File: config.mk
export PLATFORM = sky130hd
export DESIGN_NAME = pipe_fifo_flat
export DESIGN_NICKNAME = d
export VERILOG_FILES = /design/src/mult_mod_pkg.sv /design/src/mult_mod_if.sv /design/src/pipe_fifo.sv /design/src/flat_wrapper.sv
export SDC_FILE = /design/constraint.sdc
export NUM_CORES = 1
export LEC_CHECK = 0
export BUFFER_PORTS_ARGS = -buffer_cell sky130_fd_sc_hd__buf_2
export CAP_MARGIN = 10
export CORE_AREA = 4 4 403 405
export CTS_CLUSTER_SIZE = 20
export DETAILED_ROUTE_END_ITERATION = 8
export DIE_AREA = 0 0 407 409
export PLACE_DENSITY = 0.52
export SLEW_MARGIN = 20
export SYNTH_ARGS = -nofsm -noshare
export SYNTH_HDL_FRONTEND = slang
export SYNTH_SLANG_ARGS = --single-unit
export TNS_END_PERCENT = 20
File: constraint.sdc
create_clock -name i_clk -period 31.3 [get_ports i_clk]
set_input_delay 6.26 -clock i_clk [delete_from_list [all_inputs] [get_ports i_clk]]
set_output_delay 6.26 -clock i_clk [all_outputs]
set_load 0.1 [all_outputs]
File: src/mult_mod_pkg.sv
`default_nettype none
// Shared constants and types for the secp256k1 modular multiplier.
// Every other file refers to these by scoped names.
package mult_mod_pkg;

  // Operand and result width, equal to the field size.
  localparam int FIELD_BITS = 256;
  // Full product width before reduction.
  localparam int PROD_BITS  = 512;
  // Split point of the single Karatsuba level.
  localparam int HALF_BITS  = 128;

  // The secp256k1 prime, 2^256 - 2^32 - 977.
  localparam logic [FIELD_BITS-1:0] PRIME_P =
    256'hFFFFFFFF_FFFFFFFF_FFFFFFFF_FFFFFFFF_FFFFFFFF_FFFFFFFF_FFFFFFFE_FFFFFC2F;

  // Since 2^256 is congruent to 2^32 + 977 mod p, the upper half of a
  // product is folded down by multiplying it with this constant.
  localparam int FOLD_BITS = 33;
  localparam logic [FOLD_BITS-1:0] FOLD_C = 33'h1_0000_03D1;

  // Register stages in the multiplier and in the reduction.
  localparam int MULT_STAGES = 2;
  localparam int MOD_STAGES  = 3;

  // Upper and lower field-sized halves of a product.
  typedef struct packed {
    logic [FIELD_BITS-1:0] hi;
    logic [FIELD_BITS-1:0] lo;
  } prod_halves_t;

  // The multiplier writes the flat word.
  // The reduction reads the same bits as two halves.
  typedef union packed {
    logic [PROD_BITS-1:0] flat;
    prod_halves_t         half;
  } product_t;

endpackage
`default_nettype wire

File: src/mult_mod_if.sv
`default_nettype none
// Valid/ready link that carries one 512-bit product with its tag and error flag.
// The producer side uses the src modport and the consumer side uses snk.
interface mult_mod_if #(
  parameter int CTL_BITS = 8
) (
  input wire i_clk
);

  // Payload of one transfer.
  mult_mod_pkg::product_t dat;
  logic [CTL_BITS-1:0]    ctl;
  logic                   err;

  // A transfer happens on a rising edge where both are high.
  logic val;
  logic rdy;

  modport src (
    output dat, ctl, err, val,
    input  rdy
  );

  modport snk (
    input  dat, ctl, err, val,
    output rdy
  );

  // Once offered, an item must stay offered until the consumer takes it.
  // This checks the source and sink of each link together.
  a_val_held: assert property (@(posedge i_clk) val && !rdy |=> val)
    else $error("mult_mod_if: val dropped before the transfer completed");

endinterface
`default_nettype wire

File: src/pipe_fifo.sv
`default_nettype none
// Two-entry buffer between the multiplier and the reduction.
// It absorbs back-pressure and can accept and deliver in the same cycle.
// A new entry reaches the output one cycle after it is written.
module pipe_fifo #(
  parameter int CTL_BITS = 8
) (
  input  wire      i_clk,
  input  wire      i_rst,
  mult_mod_if.snk  i_in,
  mult_mod_if.src  o_out
);

  // Storage for the two entries.
  mult_mod_pkg::product_t mem_dat [2];
  logic [CTL_BITS-1:0]    mem_ctl [2];
  logic                   mem_err [2];

  // One pointer bit each is enough for two entries.
  logic       wr_ptr;
  logic       rd_ptr;
  logic [1:0] count;

  // Handshake events on each side.
  logic wr;
  logic rd;

  assign wr = i_in.val && i_in.rdy;
  assign rd = o_out.val && o_out.rdy;

  // Upstream only sees back-pressure when both slots hold data.
  assign i_in.rdy  = (count != 2'd2);
  assign o_out.val = (count != 2'd0);

  // The head entry is always presented, with no bypass from the input.
  assign o_out.dat = mem_dat[rd_ptr];
  assign o_out.ctl = mem_ctl[rd_ptr];
  assign o_out.err = mem_err[rd_ptr];

  always_ff @(posedge i_clk) begin
    if (wr) begin
      mem_dat[wr_ptr] <= i_in.dat;
      mem_ctl[wr_ptr] <= i_in.ctl;
      mem_err[wr_ptr] <= i_in.err;
    end
  end

  // Pointers wrap by toggling.
  // The count moves only when exactly one side transfers.
  always_ff @(posedge i_clk) begin
    if (i_rst) begin
      wr_ptr <= 1'b0;
      rd_ptr <= 1'b0;
      count  <= 2'd0;
    end else begin
      if (wr) begin
        wr_ptr <= ~wr_ptr;
      end
      if (rd) begin
        rd_ptr <= ~rd_ptr;
      end
      case ({wr, rd})
        2'b10:   count <= count + 2'd1;
        2'b01:   count <= count - 2'd1;
        default: count <= count;
      endcase
    end
  end

  // A write while one entry waits must go to the other slot and not over the head.
  a_no_wr_full: assert property (@(posedge i_clk) disable iff (i_rst)
    wr |-> count == 2'd0 || wr_ptr != rd_ptr)
    else $error("pipe_fifo: write into a slot that still holds data");

  // A read with a single entry held must take a slot that was written.
  a_no_rd_empty: assert property (@(posedge i_clk) disable iff (i_rst)
    rd |-> count == 2'd2 || wr_ptr != rd_ptr)
    else $error("pipe_fifo: read from a slot that holds no data");

endmodule
`default_nettype wire

File: src/flat_wrapper.sv
// flat-port wrapper written by rule: the top's interface ports become plain ports
module pipe_fifo_flat 
#(
  parameter int CTL_BITS = 8
)
  (i_clk, i_rst, i_in_dat, i_in_ctl, i_in_err, i_in_val, i_in_rdy, o_out_dat, o_out_ctl, o_out_err, o_out_val, o_out_rdy);
  mult_mod_if #(.CTL_BITS(CTL_BITS)) i_in_i (.i_clk(i_clk));
  mult_mod_if #(.CTL_BITS(CTL_BITS)) o_out_i (.i_clk(i_clk));
  input  wire i_clk;
  input  wire i_rst;
  input wire logic [$bits(i_in_i.dat)-1:0] i_in_dat;
  input wire logic [$bits(i_in_i.ctl)-1:0] i_in_ctl;
  input wire logic [$bits(i_in_i.err)-1:0] i_in_err;
  input wire logic [$bits(i_in_i.val)-1:0] i_in_val;
  output wire logic [$bits(i_in_i.rdy)-1:0] i_in_rdy;
  output wire logic [$bits(o_out_i.dat)-1:0] o_out_dat;
  output wire logic [$bits(o_out_i.ctl)-1:0] o_out_ctl;
  output wire logic [$bits(o_out_i.err)-1:0] o_out_err;
  output wire logic [$bits(o_out_i.val)-1:0] o_out_val;
  input wire logic [$bits(o_out_i.rdy)-1:0] o_out_rdy;
  assign i_in_i.dat = i_in_dat;
  assign i_in_i.ctl = i_in_ctl;
  assign i_in_i.err = i_in_err;
  assign i_in_i.val = i_in_val;
  assign i_in_rdy = i_in_i.rdy;
  assign o_out_dat = o_out_i.dat;
  assign o_out_ctl = o_out_i.ctl;
  assign o_out_err = o_out_i.err;
  assign o_out_val = o_out_i.val;
  assign o_out_i.rdy = o_out_rdy;
  pipe_fifo #(.CTL_BITS(CTL_BITS)) u_core (.i_clk(i_clk), .i_rst(i_rst), .i_in(i_in_i), .o_out(o_out_i));
endmodule
==> results of run 1 <==
==> final cells by class <==
| class | count | share of cell area (%) |
|---|---|---|
| repair buffers | 1067 | 11.0 |
| clock inverters | 77 | 1.47 |
| clock buffers | 134 | 5.92 |
| inverters | 1 | 0.0229 |
| flip-flops and latches | 1047 | 63.9 |
| diodes | 38 | 0.194 |
| multi-input cells | 539 | 12.2 |
| well taps | 2072 | 5.28 |
==> metrics by stage <==
stage / cell area (sq um) / utilization (%) / worst slack, ps / hold slack [ps]
floorplan: 38000 / - / 12230 / 474
global placement: 45400 / 28.7 / 19940 / 498
detailed placement: 45400 / 28.7 / 19980 / 505
CTS: 49000 / 31.0 / 20080 / 513
global route: 49100 / 31.0 / 19990 / 554
finish: 49100 / 31.0 / 20210 / 512
==> Yosys cell counts <==
cell type | count | area (sq um)
sky130_fd_sc_hd__or2_2 | 1 | 6.26
sky130_fd_sc_hd__nand2b_1 | 1 | 6.26
sky130_fd_sc_hd__edfxtp_1 | 1042 | 31300
sky130_fd_sc_hd__a21oi_1 | 2 | 10.0
sky130_fd_sc_hd__inv_1 | 1 | 3.75
sky130_fd_sc_hd__mux2_2 | 521 | 5870
sky130_fd_sc_hd__nand3b_1 | 1 | 7.51
sky130_fd_sc_hd__and3_1 | 1 | 6.26
sky130_fd_sc_hd__or3_1 | 1 | 6.26
sky130_fd_sc_hd__xnor2_1 | 2 | 17.5
sky130_fd_sc_hd__buf_2 | 3 | 15.0
sky130_fd_sc_hd__buf_6 | 55 | 619
sky130_fd_sc_hd__nor2_1 | 3 | 11.3
sky130_fd_sc_hd__nand2_1 | 1 | 3.75
sky130_fd_sc_hd__dfxtp_1 | 5 | 100
sky130_fd_sc_hd__a21bo_2 | 1 | 10.0
sky130_fd_sc_hd__ha_1 | 1 | 12.5
sky130_fd_sc_hd__o21a_1 | 1 | 7.51
sky130_fd_sc_hd__xor2_1 | 1 | 8.76
sky130_fd_sc_hd__o21ai_0 | 1 | 5.00
==> registers in the layout, summed over array words and instances (netlist names), named ones only <==
name	count
u_core.count	2
u_core.mem_ctl	16
u_core.mem_dat	1024
u_core.mem_err	2
u_core.rd_ptr	1
u_core.wr_ptr	1
==> critical path: cells and delay by family, from the launching register on <==
family                 cells  cell delay (ps)
buffers and inverters      4             2510
flip-flops                 1              820
multiplexers               1              350
==> logic make-up (layout without fill, tap and decap cells) <==
family	after synthesis	in the layout	synth area share, %
simple gates	9	9	0.125
mux	521	521	15.4
flops	1047	1047	82.6
other cells	0	38	0
fa+ha+maj	1	1	0.0329
compound gates	5	5	0.0856
xor+xnor	3	3	0.0691
buf+inv	59	1279	1.68
==> routing by layer <==
metal / share of wire [%] / GRT usage, % / up-vias
met3: 9.6 / 5.12 / 240
met2: 52 / 23.3 / 834
met1: 36 / 13.7 / 10000
met5: 0.27 / 0 / -
met4: 3.0 / 4.55 / 46
li1: - / - / 8927
==> how the worst min path moves through the flow <==
stage                          startpoint               to  slack [ps]  cells after the start
final                       u_core.rd_ptr         register         510                      2
after global routing        u_core.rd_ptr         register         550                      2
after CTS                 u_core.count[1]  u_core.count[1]         510                      2
after detailed placement  u_core.count[1]  u_core.count[1]         500                      2
after global placement      u_core.rd_ptr         register         500                      2
after floorplan           u_core.count[1]  u_core.count[1]         470                      2
==> results.txt, run 1 <==
The data arrival time at the worst-slack endpoint is 4830 ps. The initial core utilization is 24.0%. After clock tree synthesis, the repair step resized 0 gates. The slew of the pin with the lowest slew margin came out at 1020 ps. The count of fill cells added during filler insertion came out at 15.7k.

The setup TNS is 0 ps. The area occupied by multi-input gates came out at 5990 sq um. In the layout the commonest cells are sky130_fd_sc_hd__buf_2 (1047), sky130_fd_sc_hd__edfxtp_1 (1042), sky130_fd_sc_hd__mux2_2 (521). The number of cells traversed by the worst register-to-register path came out at 6. The global-route wire length before repair came out at 153000 microns. Walking the worst path, the cells encountered are buf_4, buf_4, buf_12, mux2_2, buf_2. The number of failing hold endpoints at the final stage is 0. The worst setup path is captured at an output port. The latest clock arrival within the worst-skew pair is 730 ps. The remaining number of nets flagged by the antenna check after routing is 0. The final count of negative-setup-slack endpoints is 0.

The number of buffers between clock root and the deepest sink came out at 3. The critical path is of the reg -> out type. The finished layout holds 4975 standard cells, fillers aside.

The overall fraction of global-route tracks in use is 13.0%. Summed over all layers, the routed wires come to 114000 microns. The routed via count came out at 20.1k. The endpoint of the most critical register-to-register path is u_core.mem_dat[1][166].

In the routed design, unresolved DRC markers number 0. The startpoint class of the critical path is a register. Subtracting the final worst setup slack from the clock period gives 11090 ps.

After the last flow step, the layout net total stands at 3294. Yosys mapped the design onto 20 distinct sky130hd cell types. The share of the clock period used by the worst path came out at 35.4%. The highest cell delay on the worst timing path is 870 ps.

The number of buffers added for setup after CTS came out at 0. The fraction of layout cells with a size suffix above 1 came out at 61.4%. TritonCTS created 112 clock buffers. The data required time at the worst endpoint is 25040 ps. The largest net degree at the start of global routing came out at 147. The classification of the worst-slack hold path is reg -> reg.

The routed wire length per instance came out at 22.9 microns. The end point of the critical path is o_out_dat[219]. The worst setup slack for register-to-register paths came out at 25800 ps. The via count of the first global-routing pass came out at 20.6k. A synthesized cell averages 23.1 sq um. Max-cap violations in this run came to 0. Setup repair after global routing left no endpoint under its margin.

The remaining global-route overflow is 0. The initial antenna violation count came out at 84. The part of the Yosys area used for sequential elements is 82.6%. The max-slew violation total from the final report is 0. Once placement completed, the tool counted placed cells totaling 4726. The count of input and output buffers is 1047. The cell area after technology mapping came out at 38000 sq um. The slowest stage of the critical path is the sky130_fd_sc_hd__buf_4 cell. The flow ran to the end, and the final reports show no timing, DRC or antenna violations. The master cell of the clock root buffer is sky130_fd_sc_hd__clkbuf_16.

TritonCTS built the clock tree. The number of design-rule violations left by the first detailed-router iteration is 1333. The number of register bits inferred by synthesis came out at 1047. Measured against its own limit, the worst slew margin works out to 32.0%. Relative to the synthesized area, the layout overhead comes to 29.2%. The placement row count came out at 146. In the final layout, flip-flops and latches occupy 31400 sq um.

Using the TritonRoute via totals, the vias-per-cell ratio works out to 4.04. The instance count of the mapped netlist came out at 1645. The number of sinks handled by clock tree synthesis came out at 1047.

The floorplan step set the die width to 407 microns. The boundary pin count came out at 1048. The achievable clock frequency came out at 0.0902 GHz. In this design, the critical path's most frequently occurring cell is sky130_fd_sc_hd__buf_4. The worst clock skew on the final layout is 46.6 ps. The library cell used most frequently in the layout, excluding fill and tap cells, is sky130_fd_sc_hd__buf_2.

The CTS H-tree depth came out at 3. In this run the critical register-to-register path is launched from u_core.count[0]. The weighted congestion at the end of routability-driven global placement came out at 0.781. Synthesis produced a netlist with a net count of 2171.

The placeable core region came out at 158000 sq um. The clock-pin slew of the registers on the worst-case setup and hold paths came out at 60 ps. The final HPWL from detailed placement is 83700 microns.

The number of optimization iterations in the first detailed-route pass came out at 5. Measured along the y axis, the die boundary spans 409 microns. The maximum fanout along the worst path came out at 129.

The count of warnings emitted by yosys is 0. The area of the die came out at 166000 sq um. The number of hold buffers added after cts is 0.
Power of run 1 is not shown: default switching activity piles up to over one toggle a cycle in this logic, so the estimate is an artifact.
==> inputs of run 2 (changes only) <==
--- a/config.mk
+++ b/config.mk
@@ -7,10 +7,10 @@
 export LEC_CHECK = 0
 export BUFFER_PORTS_ARGS = -buffer_cell sky130_fd_sc_hd__buf_2
 export CAP_MARGIN = 10
-export CORE_AREA = 4 4 403 405
+export CORE_AREA = 4 4 411 413
 export CTS_CLUSTER_SIZE = 20
 export DETAILED_ROUTE_END_ITERATION = 8
-export DIE_AREA = 0 0 407 409
+export DIE_AREA = 0 0 415 417
 export PLACE_DENSITY = 0.52
 export SLEW_MARGIN = 20
 export SYNTH_ARGS = -nofsm -noshare
==> constraint.sdc (replaced) <==
create_clock -name i_clk -period 9.6 [get_ports i_clk]
set_input_delay 1.92 -clock i_clk [delete_from_list [all_inputs] [get_ports i_clk]]
set_output_delay 1.92 -clock i_clk [all_outputs]
set_load 0.1 [all_outputs]
==> results.txt, run 2 (synthesis gave the netlist of run 1 again) <==
The routed via count was 19.9k (-1.1%). The max-cap violation count came out at 0 (unchanged). The detailed-route DRC error count is 0 (unchanged).

The post-cts repair resize count is 0 (unchanged). The number of buffers between clock root and the deepest sink is 3 (unchanged). The worst-case headroom to the max-slew limit is 32.2% (+0.24 points). The flow ran to the end, and the final reports show no timing, DRC or antenna violations. The number of design-rule violations left by the first detailed-router iteration is 1329 (-0.30%). Setup repair after global routing left no endpoint under its margin. The maximum fanout along the worst path came out at 74 (-43%). The CTS H-tree depth is 3 (unchanged). The clock-pin slew of the registers on the worst-case setup and hold paths came out at 60 ps (about the same). The number of buffers added for setup after CTS is 0 (unchanged). The placeable core region came out at 165000 sq um (+4.1%).

The fraction of layout cells with a size suffix above 1 is 61.3% (-0.16 points). The storage element area is 31400 sq um (unchanged). The count of fill cells added during filler insertion came out at 16.4k (+4.7%). The boundary pin count is 1048 (unchanged). The clock period minus final worst setup slack is 5410 ps. The final HPWL from detailed placement came to 77000 microns (-8.0%). The worst clock skew on the final layout is 48.3 ps (+1.70 ps). The largest registers in the layout are u_core.mem_dat x1024, u_core.mem_ctl x16. The initial core utilization is 23.1% (-0.94 points). The number of failing hold endpoints at the final stage is 0 (unchanged).

The via count of the first global-routing pass is 20.4k (-1.3%). The remaining number of nets flagged by the antenna check after routing was 0 (unchanged). The max-slew violation total from the final report was 0 (unchanged). The setup path with the least slack is of type reg -> out. The area occupied by multi-input gates is 5990 sq um (unchanged). The area added between synthesis and finish came out at 29.9%. The die height came out at 417 microns (+2.0%). The latest clock arrival within the worst-skew pair came out at 720 ps (about the same). The library cell used most frequently in the layout, excluding fill and tap cells, is sky130_fd_sc_hd__buf_2. The flip-flop count of the largest register, all copies and words added came out at 1024 (unchanged).

The largest net degree at the start of global routing came out at 127 (-14%). u_core.mem_dat holds more flip-flops than any other register. TritonCTS built the clock tree. The worst hold margin came to 516 ps (+3.94 ps). The data arrival time at the worst-slack endpoint is 3490 ps (-1340 ps). For this run, the top clock speed supported by timing is 0.185 GHz.

The worst setup path is launched from a register. The final non-filler cell area came out at 49400 sq um (+0.52%). The CTS buffer count is 113 (+0.89%). The number of sinks handled by clock tree synthesis is 1047 (unchanged). The share of the clock period used by the worst path came out at 56.3%.

The area of the die is 173000 sq um (+4.0%). The data required time at the worst endpoint is 7680 ps (-17360 ps). The slew of the pin with the lowest slew margin was 1020 ps (-3.55 ps). The weighted congestion at the end of routability-driven global placement is 0.866 (+11%). The initial antenna violation count came out at 51 (-39%).

The placed cell area was 45600 sq um (+0.45%). The routed wire length per instance was 21.2 microns (-7.6%). The number of hold buffers added after cts came out at 0 (unchanged). In this run the clock root is driven by a sky130_fd_sc_hd__clkbuf_16. The overall fraction of global-route tracks in use was 11.6% (-1.3 points). STA classifies the critical path endpoint as an output port.

The placement row count came to 149 (+2.1%). Leaving out fill and tap cells, the most frequent cells in the layout are sky130_fd_sc_hd__buf_2 (1047), sky130_fd_sc_hd__edfxtp_1 (1042), sky130_fd_sc_hd__mux2_2 (521). The via count normalized by instance count came out at 3.91 (-3.1%).

The number of optimization iterations in the first detailed-route pass came out at 7 (+2). The routed wire length was 107000 microns (-5.7%). The global-route wire length before repair is 147000 microns (-4.3%). The worst hold path belongs to the class reg -> reg. The final count of negative-setup-slack endpoints was 0 (unchanged). The count of input and output buffers came out at 1047 (unchanged). The remaining global-route overflow was 0 (unchanged). The chip width came out at 415 microns (+2.0%). The final layout net count was 3292 (-0.061%).
run 2: cell count changes in the layout (fill, tap and decap cells not counted), moves of 2 or more:
cell                         before  now
sky130_fd_sc_hd__diode_2         38   28
sky130_fd_sc_hd__clkinv_4         1    5
sky130_fd_sc_hd__inv_6            2    4
sky130_fd_sc_hd__clkbuf_1        21   25
sky130_fd_sc_hd__buf_12           2    8
sky130_fd_sc_hd__clkinv_2        32   21
sky130_fd_sc_hd__clkinvlp_4       4    2
sky130_fd_sc_hd__buf_6            0    2
sky130_fd_sc_hd__buf_4           18    7
sky130_fd_sc_hd__clkbuf_16      113  115
run 2: per-stage QoR:
stage	TNS [ps]	instances	setup WS [ps]	utilization, %
2_1_floorplan	-1725930	1645	-3310	-
5_1_grt	0	5070	3940	30.0
6_report	0	5078	4190	30.0
3_3_place_gp	0	4840	5000	27.7
4_1_cts	0	5050	4030	29.9
3_5_place_dp	0	4840	4880	27.7
run 2: final timing paths:
check | cells after the start | endpoint | slack, ps | start
setup / recovery | 4 | o_out_dat[393] | 4190 | register
hold / removal | 2 | register | 520 | u_core.rd_ptr
setup reg to reg | 4 | u_core.mem_dat[1][157] | 6710 | u_core.count[0]
hold reg to reg | 2 | register | 520 | u_core.rd_ptr
run 2: final cells by class:
cell class	count	area share, %
well taps	2189	5.55
multi-input cells	539	12.1
diodes	28	0.142
flip-flops and latches	1047	63.6
repair buffers	1064	11.1
clock inverters	70	1.48
inverters	1	0.0228
clock buffers	140	6.02
run 2: critical path: stages (launching register included):
cell and delay (ps):
sky130_fd_sc_hd__dfxtp_4 600, sky130_fd_sc_hd__buf_4 530, sky130_fd_sc_hd__buf_4 770, sky130_fd_sc_hd__mux2_2 310, sky130_fd_sc_hd__buf_2 420
run 2: metal layers:
metal / wire, microns / up-vias / track usage, %
met4: 3330 / 20 / 4.89
met3: 8850 / 205 / 4.28
li1: - / 8913 / -
met5: 131 / - / 0
met1: 39600 / 9979 / 12.9
met2: 55500 / 749 / 20.1
Power of run 2 is left out for the same reason.
==> inputs of run 3 (changes only) <==
--- a/config.mk
+++ b/config.mk
@@ -7,10 +7,10 @@
 export LEC_CHECK = 0
 export BUFFER_PORTS_ARGS = -buffer_cell sky130_fd_sc_hd__buf_2
 export CAP_MARGIN = 10
-export CORE_AREA = 4 4 411 413
+export CORE_AREA = 4 4 403 405
 export CTS_CLUSTER_SIZE = 20
 export DETAILED_ROUTE_END_ITERATION = 8
-export DIE_AREA = 0 0 415 417
+export DIE_AREA = 0 0 407 409
 export PLACE_DENSITY = 0.52
 export SLEW_MARGIN = 20
 export SYNTH_ARGS = -nofsm -noshare
==> constraint.sdc (replaced) <==
create_clock -name i_clk -period 5.27 [get_ports i_clk]
set_input_delay 1.054 -clock i_clk [delete_from_list [all_inputs] [get_ports i_clk]]
set_output_delay 1.054 -clock i_clk [all_outputs]
set_load 0.1 [all_outputs]
==> results.txt, run 3 (synthesis gave the netlist of run 1 again) <==
The via count normalized by instance count is 4.07 (+4.0%). The achievable clock frequency came out at 0.246 GHz. The data arrival time at the worst-slack endpoint came out at 3010 ps (-480 ps). The worst setup slack for register-to-register paths is 2670 ps (-4040 ps). The number of buffers added for setup after CTS is 0 (unchanged). The placeable core region is 158000 sq um (-3.9%). The maximum fanout along the worst path is 64 (-14%). The endpoint identified for the worst register-to-register timing path is u_core.mem_dat[0][482]. The critical path is of the reg -> out type.

The detailed-route DRC error count came out at 0 (unchanged). The flip-flop count of the largest register, all copies and words added is 1024 (unchanged). The slew of the pin with the lowest slew margin came out at 1050 ps (+29.8 ps).

The category of the worst setup path capture point is an output port. The data required time at the worst endpoint came out at 4220 ps (-3460 ps). The CTS H-tree depth is 3 (unchanged). The max-slew violation total from the final report came to 0 (unchanged). The run finished with clean final reports. The area of the die was 166000 sq um (-3.8%). The number of failing hold endpoints at the final stage came out at 0 (unchanged). The max-cap violation count came to 0 (unchanged). The clock period minus final worst setup slack is 4060 ps. The initial antenna violation count is 83 (+63%). The source of the worst hold timing path is u_core.rd_ptr. The share of the clock period used by the worst path came out at 77.1%.

The clock-pin slew of the registers on the worst-case setup and hold paths came out at 60 ps (about the same). The number of sinks handled by clock tree synthesis came to 1047 (unchanged). The boundary pin count came out at 1048 (unchanged). The master cell of the clock root buffer is sky130_fd_sc_hd__clkbuf_16. The number of hold buffers added after cts came to 0 (unchanged).

The post-cts repair resize count is 0 (unchanged). The signal on the critical path passes through buf_12, mux2_2, buf_2. The launching point of the worst reg2reg path is u_core.count[0]. The largest net degree at the start of global routing is 120 (-5.5%). The final layout net count is 3329 (+1.1%).

The placement row count is 146 (-2.0%). The area added between synthesis and finish is 30.1%. The instance count along the most critical hold path came out at 2 (unchanged).

The TritonCTS clock tree is done. The global-route wire length before repair is 159000 microns (+8.7%). The final HPWL from detailed placement is 90000 microns (+17%). The remaining number of nets flagged by the antenna check after routing came out at 0 (unchanged). The classification of the worst-slack hold path is reg -> reg.

The overall fraction of global-route tracks in use came out at 13.6% (+1.9 points). The latest clock arrival within the worst-skew pair was 710 ps (about the same). The routed via count came out at 20.3k (+2.3%). Setup repair after global routing left no endpoint under its margin. The number of buffers and inverters on the critical path is 2 (-1). The worst-case headroom to the max-slew limit is 30.2% (-2.0 points).

The remaining global-route overflow is 0 (unchanged). In the layout the commonest cells are sky130_fd_sc_hd__buf_2 (1047), sky130_fd_sc_hd__edfxtp_1 (1042), sky130_fd_sc_hd__mux2_2 (521). The number of buffers between clock root and the deepest sink came to 3 (unchanged).

The fraction of layout cells with a size suffix above 1 is 61.5% (+0.23 points). The final count of negative-setup-slack endpoints is 0 (unchanged). The number of cells traversed by the worst register-to-register path is 5 (+1). The routed wire length per instance is 23.7 microns (+12%). The die height came out at 409 microns (-1.9%). The chip width was 407 microns (-1.9%). The highest cell delay on the worst timing path came out at 940 ps (+170 ps). The CTS buffer count came to 114 (+0.88%).

The number of design-rule violations left by the first detailed-router iteration is 1330 (+0.075%). The register bank with the most flops is u_core.mem_dat. For this design, the slowest cell found on the critical path is sky130_fd_sc_hd__dfxtp_4. The weighted congestion at the end of routability-driven global placement came out at 0.858 (-0.88%). The initial core utilization is 24.0% (+0.94 points). The family of cells with the greatest summed delay on the critical path is flip-flops. The count of input and output buffers came out at 1047 (unchanged). The worst setup path is launched from a register. The count of fill cells added during filler insertion is 15.7k (-4.5%).

The final core area utilization is 31.2% (+1.3 points). The routed wire length was 118000 microns (+10%). The most common library cell in the layout ignoring fill and taps is sky130_fd_sc_hd__buf_2. The largest registers in the layout are u_core.mem_dat x1024, u_core.mem_ctl x16. The worst clock skew on the final layout came out at 39.2 ps (-9.03 ps). The number of optimization iterations in the first detailed-route pass is 5 (-2). The via count of the first global-routing pass is 21.2k (+4.3%).
run 3: cell type report:
class	count	area (sq um)	share of cell area [%]
Tap cell	2072	2590	5.24
Multi-Input combinational cell	539	5990	12.1
Antenna cell	30	75.1	0.152
Clock buffer	162	3130	6.34
Clock inverter	47	462	0.934
Inverter	1	7.51	0.0152
Sequential cell	1047	31400	63.5
Timing Repair Buffer	1100	5790	11.7
run 3: worst min-delay path, stage by stage, from the launching register on:
cell and delay [ps]:
sky130_fd_sc_hd__dfxtp_1 320, sky130_fd_sc_hd__xnor2_1 80, sky130_fd_sc_hd__nor2_1 80
run 3: worst max path at each step:
stage                                      end     start  depth (start not counted)  slack, ps
after global routing            o_out_dat[498]  register                          3       1020
after CTS                       o_out_dat[498]  register                          3       1030
final                           o_out_dat[498]  register                          3       1210
after detailed placement        o_out_dat[498]  register                          3       1870
after floorplan           u_core.mem_ctl[0][0]  i_in_val                          2      -4160
after global placement          o_out_dat[498]  register                          3       1870
run 3: per-stage QoR:
step / hold WS (ps) / instances / TNS, ps / setup slack [ps] / instance area (sq um)
CTS: 425 / 4968 / 0 / 1030 / 49400
global route: 447 / 4977 / 0 / 1020 / 49400
global placement: 495 / 4759 / 0 / 1870 / 45800
floorplan: 481 / 1645 / -3471570 / -4160 / 38000
detailed placement: 511 / 4759 / 0 / 1870 / 45800
finish: 522 / 4998 / 0 / 1210 / 49400
run 3: metal layers:
layer | vias up | GRT usage (%) | part of all wire, %
met2 | 815 | 24.0 | 51
met3 | 265 | 6.67 | 11
met4 | 82 | 4.48 | 3.3
li1 | 8995 | - | -
met5 | - | 0 | 0.47
met1 | 10200 | 13.8 | 35
Power of run 3 is left out for the same reason.
